==> config.mk <==
export PLATFORM = sky130hd
export DESIGN_NAME = mod2011_top
export DESIGN_NICKNAME = d
export VERILOG_FILES = /design/src/rtl/mod_pkg.sv /design/src/rtl/lane_if.sv /design/src/rtl/chunk_residue_lane.sv /design/src/rtl/mod2011_top.sv /design/src/rtl/residue_combiner.sv /design/src/rtl/wb_mod_regs.sv
export VERILOG_INCLUDE_DIRS = /design/src /design/src/include
export SDC_FILE = /design/constraint.sdc
export NUM_CORES = 1
export LEC_CHECK = 0
export ABC_AREA = 1
export BUFFER_PORTS_ARGS = -buffer_cell sky130_fd_sc_hd__clkbuf_2
export CAP_MARGIN = 20
export CORE_ASPECT_RATIO = 1.1
export CORE_MARGIN = 2
export CORE_UTILIZATION = 59
export CTS_CLUSTER_DIAMETER = 120
export DETAILED_ROUTE_END_ITERATION = 7
export PLACE_DENSITY = 0.87
export SKIP_CTS_REPAIR_TIMING = 1
export SYNTH_ARGS = -nofsm -noshare
export SYNTH_HDL_FRONTEND = slang
export SYNTH_SLANG_ARGS = --single-unit
==> constraint.sdc <==
create_clock -name clk -period 34.3 [get_ports clk]
set_clock_uncertainty 0.15 [all_clocks]
set_input_delay 0 -clock clk [delete_from_list [all_inputs] [get_ports clk]]
set_output_delay 0 -clock clk [all_outputs]
set_load 0.02 [all_outputs]
==> src/include/mod_params.svh <==
`ifndef MOD_PARAMS_SVH
`define MOD_PARAMS_SVH

// Modulus and the residue of 2^11 with respect to it
`define MOD_MODULUS 2011
`define MOD_FOLD 37

`define RESIDUE_BITS 11
`define CHUNK_BITS 6

`define WB_DATA_BITS 32
`define WB_ADR_BITS 3

// Operand is six bus words split into two 96 bit halves
`define OPERAND_WORDS 6
`define HALF_BITS 96
`define HALF_CHUNKS 16

`define ADR_CTRL 3'd6
`define ADR_STATUS 3'd7

`endif

==> src/rtl/mod_pkg.sv <==
`include "mod_params.svh"

package mod_pkg;

	typedef logic [`RESIDUE_BITS-1:0] residue_t;
	typedef logic [`CHUNK_BITS-1:0] chunk_t;
	typedef logic [`RESIDUE_BITS+`CHUNK_BITS-1:0] wide_sum_t;
	typedef logic [`WB_DATA_BITS-1:0] wb_data_t;
	typedef logic [`WB_ADR_BITS-1:0] wb_adr_t;
	typedef logic [`HALF_BITS-1:0] half_operand_t;

	typedef enum logic {
		LANE_IDLE,
		LANE_RUN
	} lane_state_t;

	// Bits above 2^11 are worth 37 each, so they are folded back into the low part
	// Four passes bring any 17 bit value below 2048
	function automatic residue_t fold_reduce(input wide_sum_t value);
		wide_sum_t v;
		v = value;
		for (int i = 0; i < 4; i++)
		begin
			if (v[`RESIDUE_BITS+`CHUNK_BITS-1:`RESIDUE_BITS] != '0)
				v = wide_sum_t'(v[`RESIDUE_BITS-1:0])
					+ wide_sum_t'(v[`RESIDUE_BITS+`CHUNK_BITS-1:`RESIDUE_BITS])
					* wide_sum_t'(`MOD_FOLD);
		end
		if (v >= wide_sum_t'(`MOD_MODULUS))
			v = v - wide_sum_t'(`MOD_MODULUS);
		return residue_t'(v);
	endfunction

	// Weight of the high half, 2^96 mod 2011
	function automatic residue_t half_weight();
		int w;
		w = 1;
		for (int i = 0; i < `HALF_BITS; i++)
			w = (w * 2) % `MOD_MODULUS;
		return residue_t'(w);
	endfunction

endpackage

==> src/rtl/lane_if.sv <==
`timescale 1ns/1ps

// One instance per lane, shared by the register block, the lane and the combiner
interface lane_if;

	logic start;
	mod_pkg::half_operand_t operand;
	mod_pkg::residue_t residue;
	logic done;

	modport regs (
		output start,
		output operand
	);

	modport lane (
		input  start,
		input  operand,
		output residue,
		output done
	);

	modport comb (
		input residue,
		input done
	);

endinterface

==> src/rtl/chunk_residue_lane.sv <==
`timescale 1ns/1ps
`include "mod_params.svh"

module chunk_residue_lane (
	input logic  clk,
	input logic  rst,
	lane_if.lane lif
);
	import mod_pkg::*;

	typedef logic [$clog2(`HALF_CHUNKS)-1:0] count_t;

	lane_state_t state;
	half_operand_t shift_q;
	residue_t acc;
	count_t count;
	logic done;
	chunk_t chunk;

	// Chunks are taken most significant first
	assign chunk = shift_q[`HALF_BITS-1 -: `CHUNK_BITS];

	assign lif.residue = acc;
	assign lif.done = done;

	always_ff @(posedge clk)
	begin
		if (rst)
		begin
			state <= LANE_IDLE;
			count <= '0;
			done <= 1'b0;
		end
		else
		begin
			done <= 1'b0;
			case (state)
				LANE_IDLE:
				begin
					if (lif.start)
					begin
						state <= LANE_RUN;
						count <= '0;
					end
				end
				LANE_RUN:
				begin
					count <= count + 1'b1;
					if (count == count_t'(`HALF_CHUNKS - 1))
					begin
						state <= LANE_IDLE;
						done <= 1'b1;
					end
				end
				default:
					state <= LANE_IDLE;
			endcase
		end
	end

	// Horner step: acc*64 + chunk is exactly the concatenation of the two
	always_ff @(posedge clk)
	begin
		if (state == LANE_IDLE && lif.start)
		begin
			shift_q <= lif.operand;
			acc <= '0;
		end
		else if (state == LANE_RUN)
		begin
			shift_q <= shift_q << `CHUNK_BITS;
			acc <= fold_reduce({acc, chunk});
		end
	end

	assert property (@(posedge clk) disable iff (rst)
		lif.done |-> lif.residue < residue_t'(`MOD_MODULUS))
		else $error("lane residue out of range at done");

endmodule

==> src/rtl/mod2011_top.sv <==
`timescale 1ns/1ps

module mod2011_top (
	input  logic              clk,
	input  logic              rst,
	input  logic              cyc,
	input  logic              stb,
	input  logic              we,
	input  mod_pkg::wb_adr_t  adr,
	input  mod_pkg::wb_data_t dat_w,
	output mod_pkg::wb_data_t dat_r,
	output logic              ack
);
	import mod_pkg::*;

	residue_t result;
	logic result_strobe;

	// Low lane takes words 0 to 2 and the high lane words 3 to 5
	lane_if lane_lo ();
	lane_if lane_hi ();

	wb_mod_regs regs_u (
		.clk           (clk),
		.rst           (rst),
		.cyc           (cyc),
		.stb           (stb),
		.we            (we),
		.adr           (adr),
		.dat_w         (dat_w),
		.dat_r         (dat_r),
		.ack           (ack),
		.lane_lo       (lane_lo),
		.lane_hi       (lane_hi),
		.result        (result),
		.result_strobe (result_strobe)
	);

	chunk_residue_lane lane_lo_u (
		.clk (clk),
		.rst (rst),
		.lif (lane_lo)
	);

	chunk_residue_lane lane_hi_u (
		.clk (clk),
		.rst (rst),
		.lif (lane_hi)
	);

	residue_combiner combiner_u (
		.clk           (clk),
		.rst           (rst),
		.lo            (lane_lo),
		.hi            (lane_hi),
		.result        (result),
		.result_strobe (result_strobe)
	);

endmodule

==> src/rtl/residue_combiner.sv <==
`timescale 1ns/1ps
`include "mod_params.svh"

module residue_combiner (
	input  logic              clk,
	input  logic              rst,
	lane_if.comb              lo,
	lane_if.comb              hi,
	output mod_pkg::residue_t result,
	output logic              result_strobe
);
	import mod_pkg::*;

	localparam residue_t HALF_W = half_weight();

	// The weight is applied as two partial products so every sum fits wide_sum_t
	localparam wide_sum_t W_HI = wide_sum_t'(HALF_W[`RESIDUE_BITS-1:`CHUNK_BITS]);
	localparam wide_sum_t W_LO = wide_sum_t'(HALF_W[`CHUNK_BITS-1:0]);

	residue_t part_hi;
	residue_t part_sh;
	residue_t weighted;
	residue_t merged;
	logic both_done;

	assign both_done = lo.done && hi.done;

	always_comb
	begin
		part_hi = fold_reduce(wide_sum_t'(hi.residue) * W_HI);
		part_sh = fold_reduce({part_hi, chunk_t'(0)});
		weighted = fold_reduce(wide_sum_t'(part_sh) + wide_sum_t'(hi.residue) * W_LO);
		merged = fold_reduce(wide_sum_t'(weighted) + wide_sum_t'(lo.residue));
	end

	always_ff @(posedge clk)
	begin
		if (rst)
			result_strobe <= 1'b0;
		else
			result_strobe <= both_done;
	end

	always_ff @(posedge clk)
	begin
		if (both_done)
			result <= merged;
	end

	// Both lanes see the same start and run a fixed number of chunks
	assert property (@(posedge clk) disable iff (rst) lo.done == hi.done)
		else $error("lane done pulses do not coincide");

	assert property (@(posedge clk) disable iff (rst)
		result_strobe |-> result < residue_t'(`MOD_MODULUS))
		else $error("combined residue out of range");

endmodule

==> src/rtl/wb_mod_regs.sv <==
`timescale 1ns/1ps
`include "mod_params.svh"

module wb_mod_regs (
	input  logic              clk,
	input  logic              rst,
	input  logic              cyc,
	input  logic              stb,
	input  logic              we,
	input  mod_pkg::wb_adr_t  adr,
	input  mod_pkg::wb_data_t dat_w,
	output mod_pkg::wb_data_t dat_r,
	output logic              ack,
	lane_if.regs              lane_lo,
	lane_if.regs              lane_hi,
	input  mod_pkg::residue_t result,
	input  logic              result_strobe
);
	import mod_pkg::*;

	localparam int PAD_BITS = `WB_DATA_BITS - `RESIDUE_BITS - 2;

	wb_data_t operand [`OPERAND_WORDS];
	residue_t res_q;
	logic busy;
	logic valid;
	logic start;
	logic req;
	logic wr_operand;
	logic wr_start;

	// A request is taken only while ack is low, which keeps ack to a single cycle
	assign req = cyc && stb && !ack;

	// Operand and control writes are dropped while a reduction runs
	assign wr_operand = req && we && !busy && (adr < wb_adr_t'(`OPERAND_WORDS));
	assign wr_start = req && we && !busy && (adr == `ADR_CTRL) && dat_w[0];

	always_ff @(posedge clk)
	begin
		if (rst)
		begin
			ack <= 1'b0;
			start <= 1'b0;
			busy <= 1'b0;
			valid <= 1'b0;
			res_q <= '0;
			for (int i = 0; i < `OPERAND_WORDS; i++)
				operand[i] <= '0;
		end
		else
		begin
			ack <= req;
			start <= wr_start;
			if (wr_operand)
				operand[adr] <= dat_w;
			if (wr_start)
				busy <= 1'b1;
			else if (result_strobe)
			begin
				busy <= 1'b0;
				valid <= 1'b1;
				res_q <= result;
			end
		end
	end

	// Read data is sampled with the request and presented during ack
	always_ff @(posedge clk)
	begin
		if (req)
		begin
			case (adr)
				`ADR_CTRL:
					dat_r <= '0;
				`ADR_STATUS:
					dat_r <= {busy, valid, PAD_BITS'(0), res_q};
				default:
					dat_r <= operand[adr];
			endcase
		end
	end

	assign lane_lo.start = start;
	assign lane_hi.start = start;

	// Word 0 is least significant
	assign lane_lo.operand = {operand[2], operand[1], operand[0]};
	assign lane_hi.operand = {operand[5], operand[4], operand[3]};

	// A result may only come back while a reduction is in progress
	assert property (@(posedge clk) disable iff (rst) result_strobe |-> busy)
		else $error("result strobe arrived while no reduction was running");

endmodule

==> results of run 1 <==
## cells by family after synthesis
logic type,count (synthesis),share of synthesized area (%)
XOR/XNOR,187,3.97
adder cells (fa/ha/maj),671,22.6
flip-flops,515,35.8
multiplexers,107,2.87
AO/OA/AOI/OAI,901,11.9
AND/OR/NAND/NOR,1285,13.2
other,2,0.0179
buffers and inverters,1045,9.70
## per-layer routing
layer / vias up / global-route usage, %
li1: 16131 / -
met1: 16714 / 35.1
met2: 2225 / 49.3
met3: 618 / 4.74
met4: 4 / 14.7
met5: - / 0
## sequential cells by signal, indices dropped and copies added (netlist names), 4 cells and up
| signal | flops |
|---|---|
| lane_lo_u.count | 4 |
| regs_u.dat_r | 32 |
| lane_hi_u.count | 4 |
| combiner_u.result | 11 |
| regs_u.operand | 230 |
| regs_u.res_q | 11 |
| lane_hi_u.lif.residue | 11 |
| lane_lo_u.shift_q | 96 |
| lane_lo_u.lif.residue | 11 |
| lane_hi_u.shift_q | 96 |
## stage by stage
stage / instance area [sq um] / setup slack [ns]
2_1_floorplan: 42600 / 0.0552
3_3_place_gp: 44500 / 0.120
3_5_place_dp: 44500 / -1.15
4_1_cts: 46200 / -1.38
5_1_grt: 48800 / -1.99
6_report: 48800 / -0.361
## area by class of cell
cell class | count | area (sq um) | share of cell area (%)
flip-flops and latches | 515 | 15000 | 30.7
clock buffers | 54 | 1230 | 2.53
diodes | 1 | 2.50 | 0.00513
clock inverters | 35 | 452 | 0.926
multi-input cells | 3341 | 25300 | 51.9
well taps | 936 | 1170 | 2.40
inverters | 906 | 3420 | 7.02
repair buffers | 295 | 2190 | 4.49
## worst reg2reg max path, delay by kind of cell, from the launching register on
kind            cells  cell delay [ns]
buf+inv            37             2.84
compound gates     66             9.62
flops               1             0.36
simple gates       59             6.30
fa+ha+maj          44            13.02
xor+xnor           11             1.79
mux                 1             0.32
## worst max-delay path by stage
stage,slack (ns),end,start,depth (start not counted)
after floorplan,0.06,combiner_u.result[2]$_DFFE_PP_,lane_hi_u.lif.residue[1]$_SDFFE_PP0P_,222
after global placement,0.12,combiner_u.result[4]$_DFFE_PP_,lane_hi_u.lif.residue[3]$_SDFFE_PP0P_,226
after detailed placement,-1.15,combiner_u.result[4]$_DFFE_PP_,lane_hi_u.lif.residue[6]$_SDFFE_PP0P_,221
after CTS,-1.38,combiner_u.result[4]$_DFFE_PP_,lane_hi_u.lif.residue[6]$_SDFFE_PP0P_,221
after global routing,-1.99,combiner_u.result[2]$_DFFE_PP_,lane_hi_u.lif.residue[3]$_SDFFE_PP0P_,224
final,-0.36,combiner_u.result[2]$_DFFE_PP_,lane_hi_u.lif.residue[3]$_SDFFE_PP0P_,218
## cells in the final DEF (no fill, tap or decap), types with 20 or more instances in the layout
cell	count
dlygate4sd3_1	38
xnor2_1	47
or2_2	25
nand3_1	86
clkbuf_16	48
inv_1	847
a21oi_1	270
o21ai_0	358
nand2_1	631
inv_2	47
a21oi_2	45
a31oi_1	27
o21ai_1	35
nand3_2	20
ha_1	441
mux2_2	103
edfxtp_1	465
clkbuf_2	71
dfxtp_1	42
nor2_1	330
ha_4	80
nand4_1	33
o21bai_1	33
fa_1	128
conb_1	190
buf_4	178
a21o_1	37
xor2_1	133
o21ai_2	24
nand2_2	66
==> flow_summary.yaml, run 1 <==
global_route:
  grt_overflow: 0
  track_usage_pct: 28.8
  grt_pass1_vias: 33927
  antenna_found_initial: 3
  grt_max_degree: 81
  grt_pass1_wl_mm: 170
routing:
  dr.pass1.iters: 7
  vias: 35692
  first_iter_violations: 3978
  top_layer: "met5"
  viasPerCell: 5.87
  wirelength_mm: 120
  wl_met3_mm: 11.5
  wl_per_cell_um: 19.7
  route.met2.wl_mm: 58.2
  met1_length_mm: 42.0
  ant_nets: 0
  drc_errors: 0
timing:
  fin_hold_ws_ns: 0.0309
  tns_ns: -2.99
  worstMarginPinSlew_ns: 1.03
  setup_violations: 11
  period_share_pct: 101
  finalMaxSlewViolations: 0
  timing.final.crit_period_ns: 34.66
  slew_headroom_pct: 31.3
  setup_ws_ns: -0.361
  hold_viol_final: 0
  max_freq_mhz: 28.9
cts:
  clk_path_buf_depth: 3
  numCtsBuffers: 48
  cts_tree: "done"
  cts_max_level: 2
  clock-sinks: 515
  path_clk_slew_ns: 0.07
  cts-root-buf: "clkbuf_16"
  insertion_delay_ns: 0.63
worst_hold_path:
  hold_class: "in -> reg"
  holdCritStartpoint: "cyc"
  min_path_cells: 4
  min_to: "regs_u.dat_r[27]$_DFFE_PP_"
yosys:
  synth_common_cells: "888 x inv_1, 656 x nand2_1, 529 x ha_1"
  synth-main-ff-cell: "edfxtp_1"
  postSynth.asyncResetShare_pct: 0
  synth_cell_types: 68
  synth-seq-cells: 515
  synth_area_sq_mm: 0.0419
  synth.top_cell.area_share_pct: 33.4
  synth_most_common_cell: "inv_1"
  synth-edff-count: 465
  yosys_warnings: 0
  syn_inst: 4713
  synth_area_per_cell_sq_um: 8.88
  ys_top_cells_by_area: "edfxtp_1 33%, ha_1 16%, inv_1 8.0%, fa_1 6.8%, nand2_1 5.9%"
  yosysTopAreaCell: "edfxtp_1"
  yosysSeqAreaShare_pct: 35.8
worst_setup_path:
  crit_path_max_fanout: 7
  critPathRequiredTime_ns: 34.50
  crit_slowest_cell: "fa_1"
  endpoint_kind: "flip-flop"
  crit_family: "adder cells"
  startpoint_type: "flip-flop"
  ff2ff_setup_slack_ns: -0.36
  crit_top_cell: "a21oi_2"
  cpPeakStageDelay_ns: 0.56
  r2r_end: "combiner_u.result[2]$_DFFE_PP_"
  path_buf_inv: 37
  rr_worst_depth: 218
  timing_worst_setup_path_type: "reg -> reg"
  cp.arrival_ns: 34.86
  timing.rr.start: "lane_hi_u.lif.residue[3]$_SDFFE_PP0P_"
placement:
  placed_cells: 5904
  gp_congestion: 0.904
  io_buffers: 72
  place_hpwl_mm: 75.6
floorplanning:
  io_pins: 73
  start_util_pct: 59.5
  coreArea_sq_mm: 0.0703
  die_height_um: 283
  die-area_sq_mm: 0.0731
  die_w_um: 258
  rows: 102
outcome:
  failed_checks: "setup timing"
  outcome: "finished with violations"
cells_and_area:
  nets: 5818
  area_growth_pct: 16.5
  drive_gt1_share_pct: 16.9
  fillers: 4502
  instances_no_fill: 6083
  postLayoutCoreUtil_pct: 69.3
run:
  max_cap_violations: 0
Power of run 1 is left out: the tool's default activity adds up to more than one toggle a clock period on the data nets, which glitch-free logic cannot reach.
==> run 2: changes to the inputs <==
--- a/config.mk
+++ b/config.mk
@@ -6,7 +6,8 @@
 export SDC_FILE = /design/constraint.sdc
 export NUM_CORES = 1
 export LEC_CHECK = 0
-export ABC_AREA = 1
+export ABC_AREA = 0
+export ABC_CLOCK_PERIOD_IN_PS = 34300
 export BUFFER_PORTS_ARGS = -buffer_cell sky130_fd_sc_hd__clkbuf_2
 export CAP_MARGIN = 20
 export CORE_ASPECT_RATIO = 1.1
==> flow_summary.yaml, run 2 <==
outcome:
  outcome: "finished with violations"
  failed_checks: "hold timing, setup timing"
floorplanning:
  die-area_sq_mm: 0.0729
  die_height_um: 283
  start_util_pct: 59.5
  die_w_um: 258
  coreArea_sq_mm: 0.0702
  rows: 102
  io_pins: 73
routing:
  wl_met3_mm: 13.1
  drc_errors: 0
  dr.pass1.iters: 7
  viasPerCell: 6.09
  top_layer: "met5"
  ant_nets: 0
  wirelength_mm: 125
  first_iter_violations: 4393
  wl_per_cell_um: 20.7
  route.met2.wl_mm: 60.0
  met1_length_mm: 43.4
  vias: 36611
cells_and_area:
  regMostFlops: "regs_u.operand"
  drive_gt1_share_pct: 16.7
  area_growth_pct: 17.6
  largest_reg_flops: 192
  instances_no_fill: 6014
  nets: 5752
  final_cell_mix: "733 x nand2_1, 574 x inv_1, 477 x ha_1"
  mostFrequentLayoutCell: "nand2_1"
  top_regs: "regs_u.operand: 192 flops, lane_hi_u.shift_q: 96 flops, lane_lo_u.shift_q: 96 flops"
global_route:
  antenna_found_initial: 6
  grt_pass1_wl_mm: 186
  grt_overflow: 0
  track_usage_pct: 31.8
  grt_max_degree: 83
  grt_pass1_vias: 35969
yosys:
  synth_most_common_cell: "nand2_1"
  synth.top_cell.area_share_pct: 30.7
  synth-seq-cells: 477
  synth-edff-count: 427
  yosysTopAreaCell: "edfxtp_1"
  synth_area_per_cell_sq_um: 9.16
  synth_area_sq_mm: 0.0418
  yosys_warnings: 0
  postSynth.asyncResetShare_pct: 0
  synth_common_cells: "738 x nand2_1, 598 x inv_1, 529 x ha_1"
  ys_top_cells_by_area: "edfxtp_1 31%, ha_1 16%, fa_1 6.8%, nand2_1 6.6%, inv_1 5.4%"
  yosysSeqAreaShare_pct: 33.1
  syn_inst: 4558
  synth-main-ff-cell: "edfxtp_1"
  synth_cell_types: 109
worst_setup_path:
  crit_top_cell: "ha_4"
  startpoint_type: "flip-flop"
  critPathRequiredTime_ns: 34.47
  cp.arrival_ns: 35.02
  timing_worst_setup_path_type: "reg -> reg"
  endpoint_kind: "flip-flop"
  cpPeakStageDelay_ns: 0.59
  crit_slowest_cell: "or4b_4"
  crit_path_max_fanout: 8
cts:
  numCtsBuffers: 44
  cts-root-buf: "clkbuf_16"
  cts_max_level: 2
  clock-sinks: 477
  path_clk_slew_ns: 0.07
  clk_path_buf_depth: 3
  cts_tree: "done"
  insertion_delay_ns: 0.60
timing:
  max_freq_mhz: 28.7
  setup_ws_ns: -0.547
  period_share_pct: 102
  worstMarginPinSlew_ns: 1.19
  finalMaxSlewViolations: 0
  fin_hold_ws_ns: -0.00462
  rsz0062_at_grt: "true"
  slew_headroom_pct: 20.6
  hold_viol_final: 1
  timing.final.crit_period_ns: 34.85
  setup_violations: 11
placement:
  gp_congestion: 0.951
  pre_cts_slack_ns: -1.12
  io_buffers: 72
  placed_cells: 5859
  place_hpwl_mm: 84.3
worst_hold_path:
  hold_class: "in -> reg"
run:
  max_cap_violations: 0
## run 2: worst paths after layout
| kind | from | endpoint | slack, ns | cells after the start |
|---|---|---|---|---|
| worst max-delay path | lane_hi_u.lif.residue[8]$_SDFFE_PP0P_ | combiner_u.result[1]$_DFFE_PP_ | -0.55 | 180 |
| worst min-delay path | adr[0] | regs_u.dat_r[23]$_DFFE_PP_ | -0.005 | 3 |
| worst max register to register | lane_hi_u.lif.residue[8]$_SDFFE_PP0P_ | combiner_u.result[1]$_DFFE_PP_ | -0.55 | 180 |
| worst min register to register | lane_hi_u.shift_q[68]$_DFFE_PP_ | lane_hi_u.shift_q[74]$_DFFE_PP_ | 0.34 | 2 |
## run 2: metal layers
metal	up-vias	GRT usage, %
li1	16454	-
met1	17140	38.3
met2	2399	54.8
met3	610	5.08
met4	8	16.7
met5	-	0
## run 2: logic make-up (layout without fill, tap and decap cells)
logic type,Yosys count,after routing,share of synthesized area (%)
and+or+nand+nor,1501,1501,15.5
AOI/OAI and AO/OA,814,814,13.0
buffers and inverters,745,1114,6.76
adders and majority gates,671,671,22.7
DFF,477,477,33.1
xor gates and xnor gates,195,195,4.17
muxes,153,153,4.80
other,2,153,0.0180
## run 2: through the flow
step	area [sq um]	TNS (ns)	util, %
floorplan	43100	-0.0623	-
global placement	46300	-0.103	66.0
detailed placement	46300	-10.16	66.0
CTS	47900	-10.97	68.2
global route	49100	-21.20	70.0
finish	49100	-5.28	70.0
## run 2: final cells by class
cell class | instances | area, sq um
timing repair buffer | 432 | 3170
tap | 936 | 1170
inverter | 600 | 2260
antenna | 1 | 2.50
clock inverter | 34 | 444
sequential | 477 | 13800
clock buffer | 48 | 1160
multi-input combinational | 3486 | 27000
fill | 4822 | 21100
## run 2: critical path: cells and delay by family, from the launching register on
family | cells | cell delay (ns)
adders and majority gates | 46 | 12.99
AOI/OAI and AO/OA | 73 | 12.88
and+or+nand+nor | 36 | 5.51
buffers and inverters | 18 | 1.23
muxes | 3 | 0.81
xor gates and xnor gates | 4 | 0.63
DFF | 1 | 0.36
Power of run 2 is left out for the same reason.
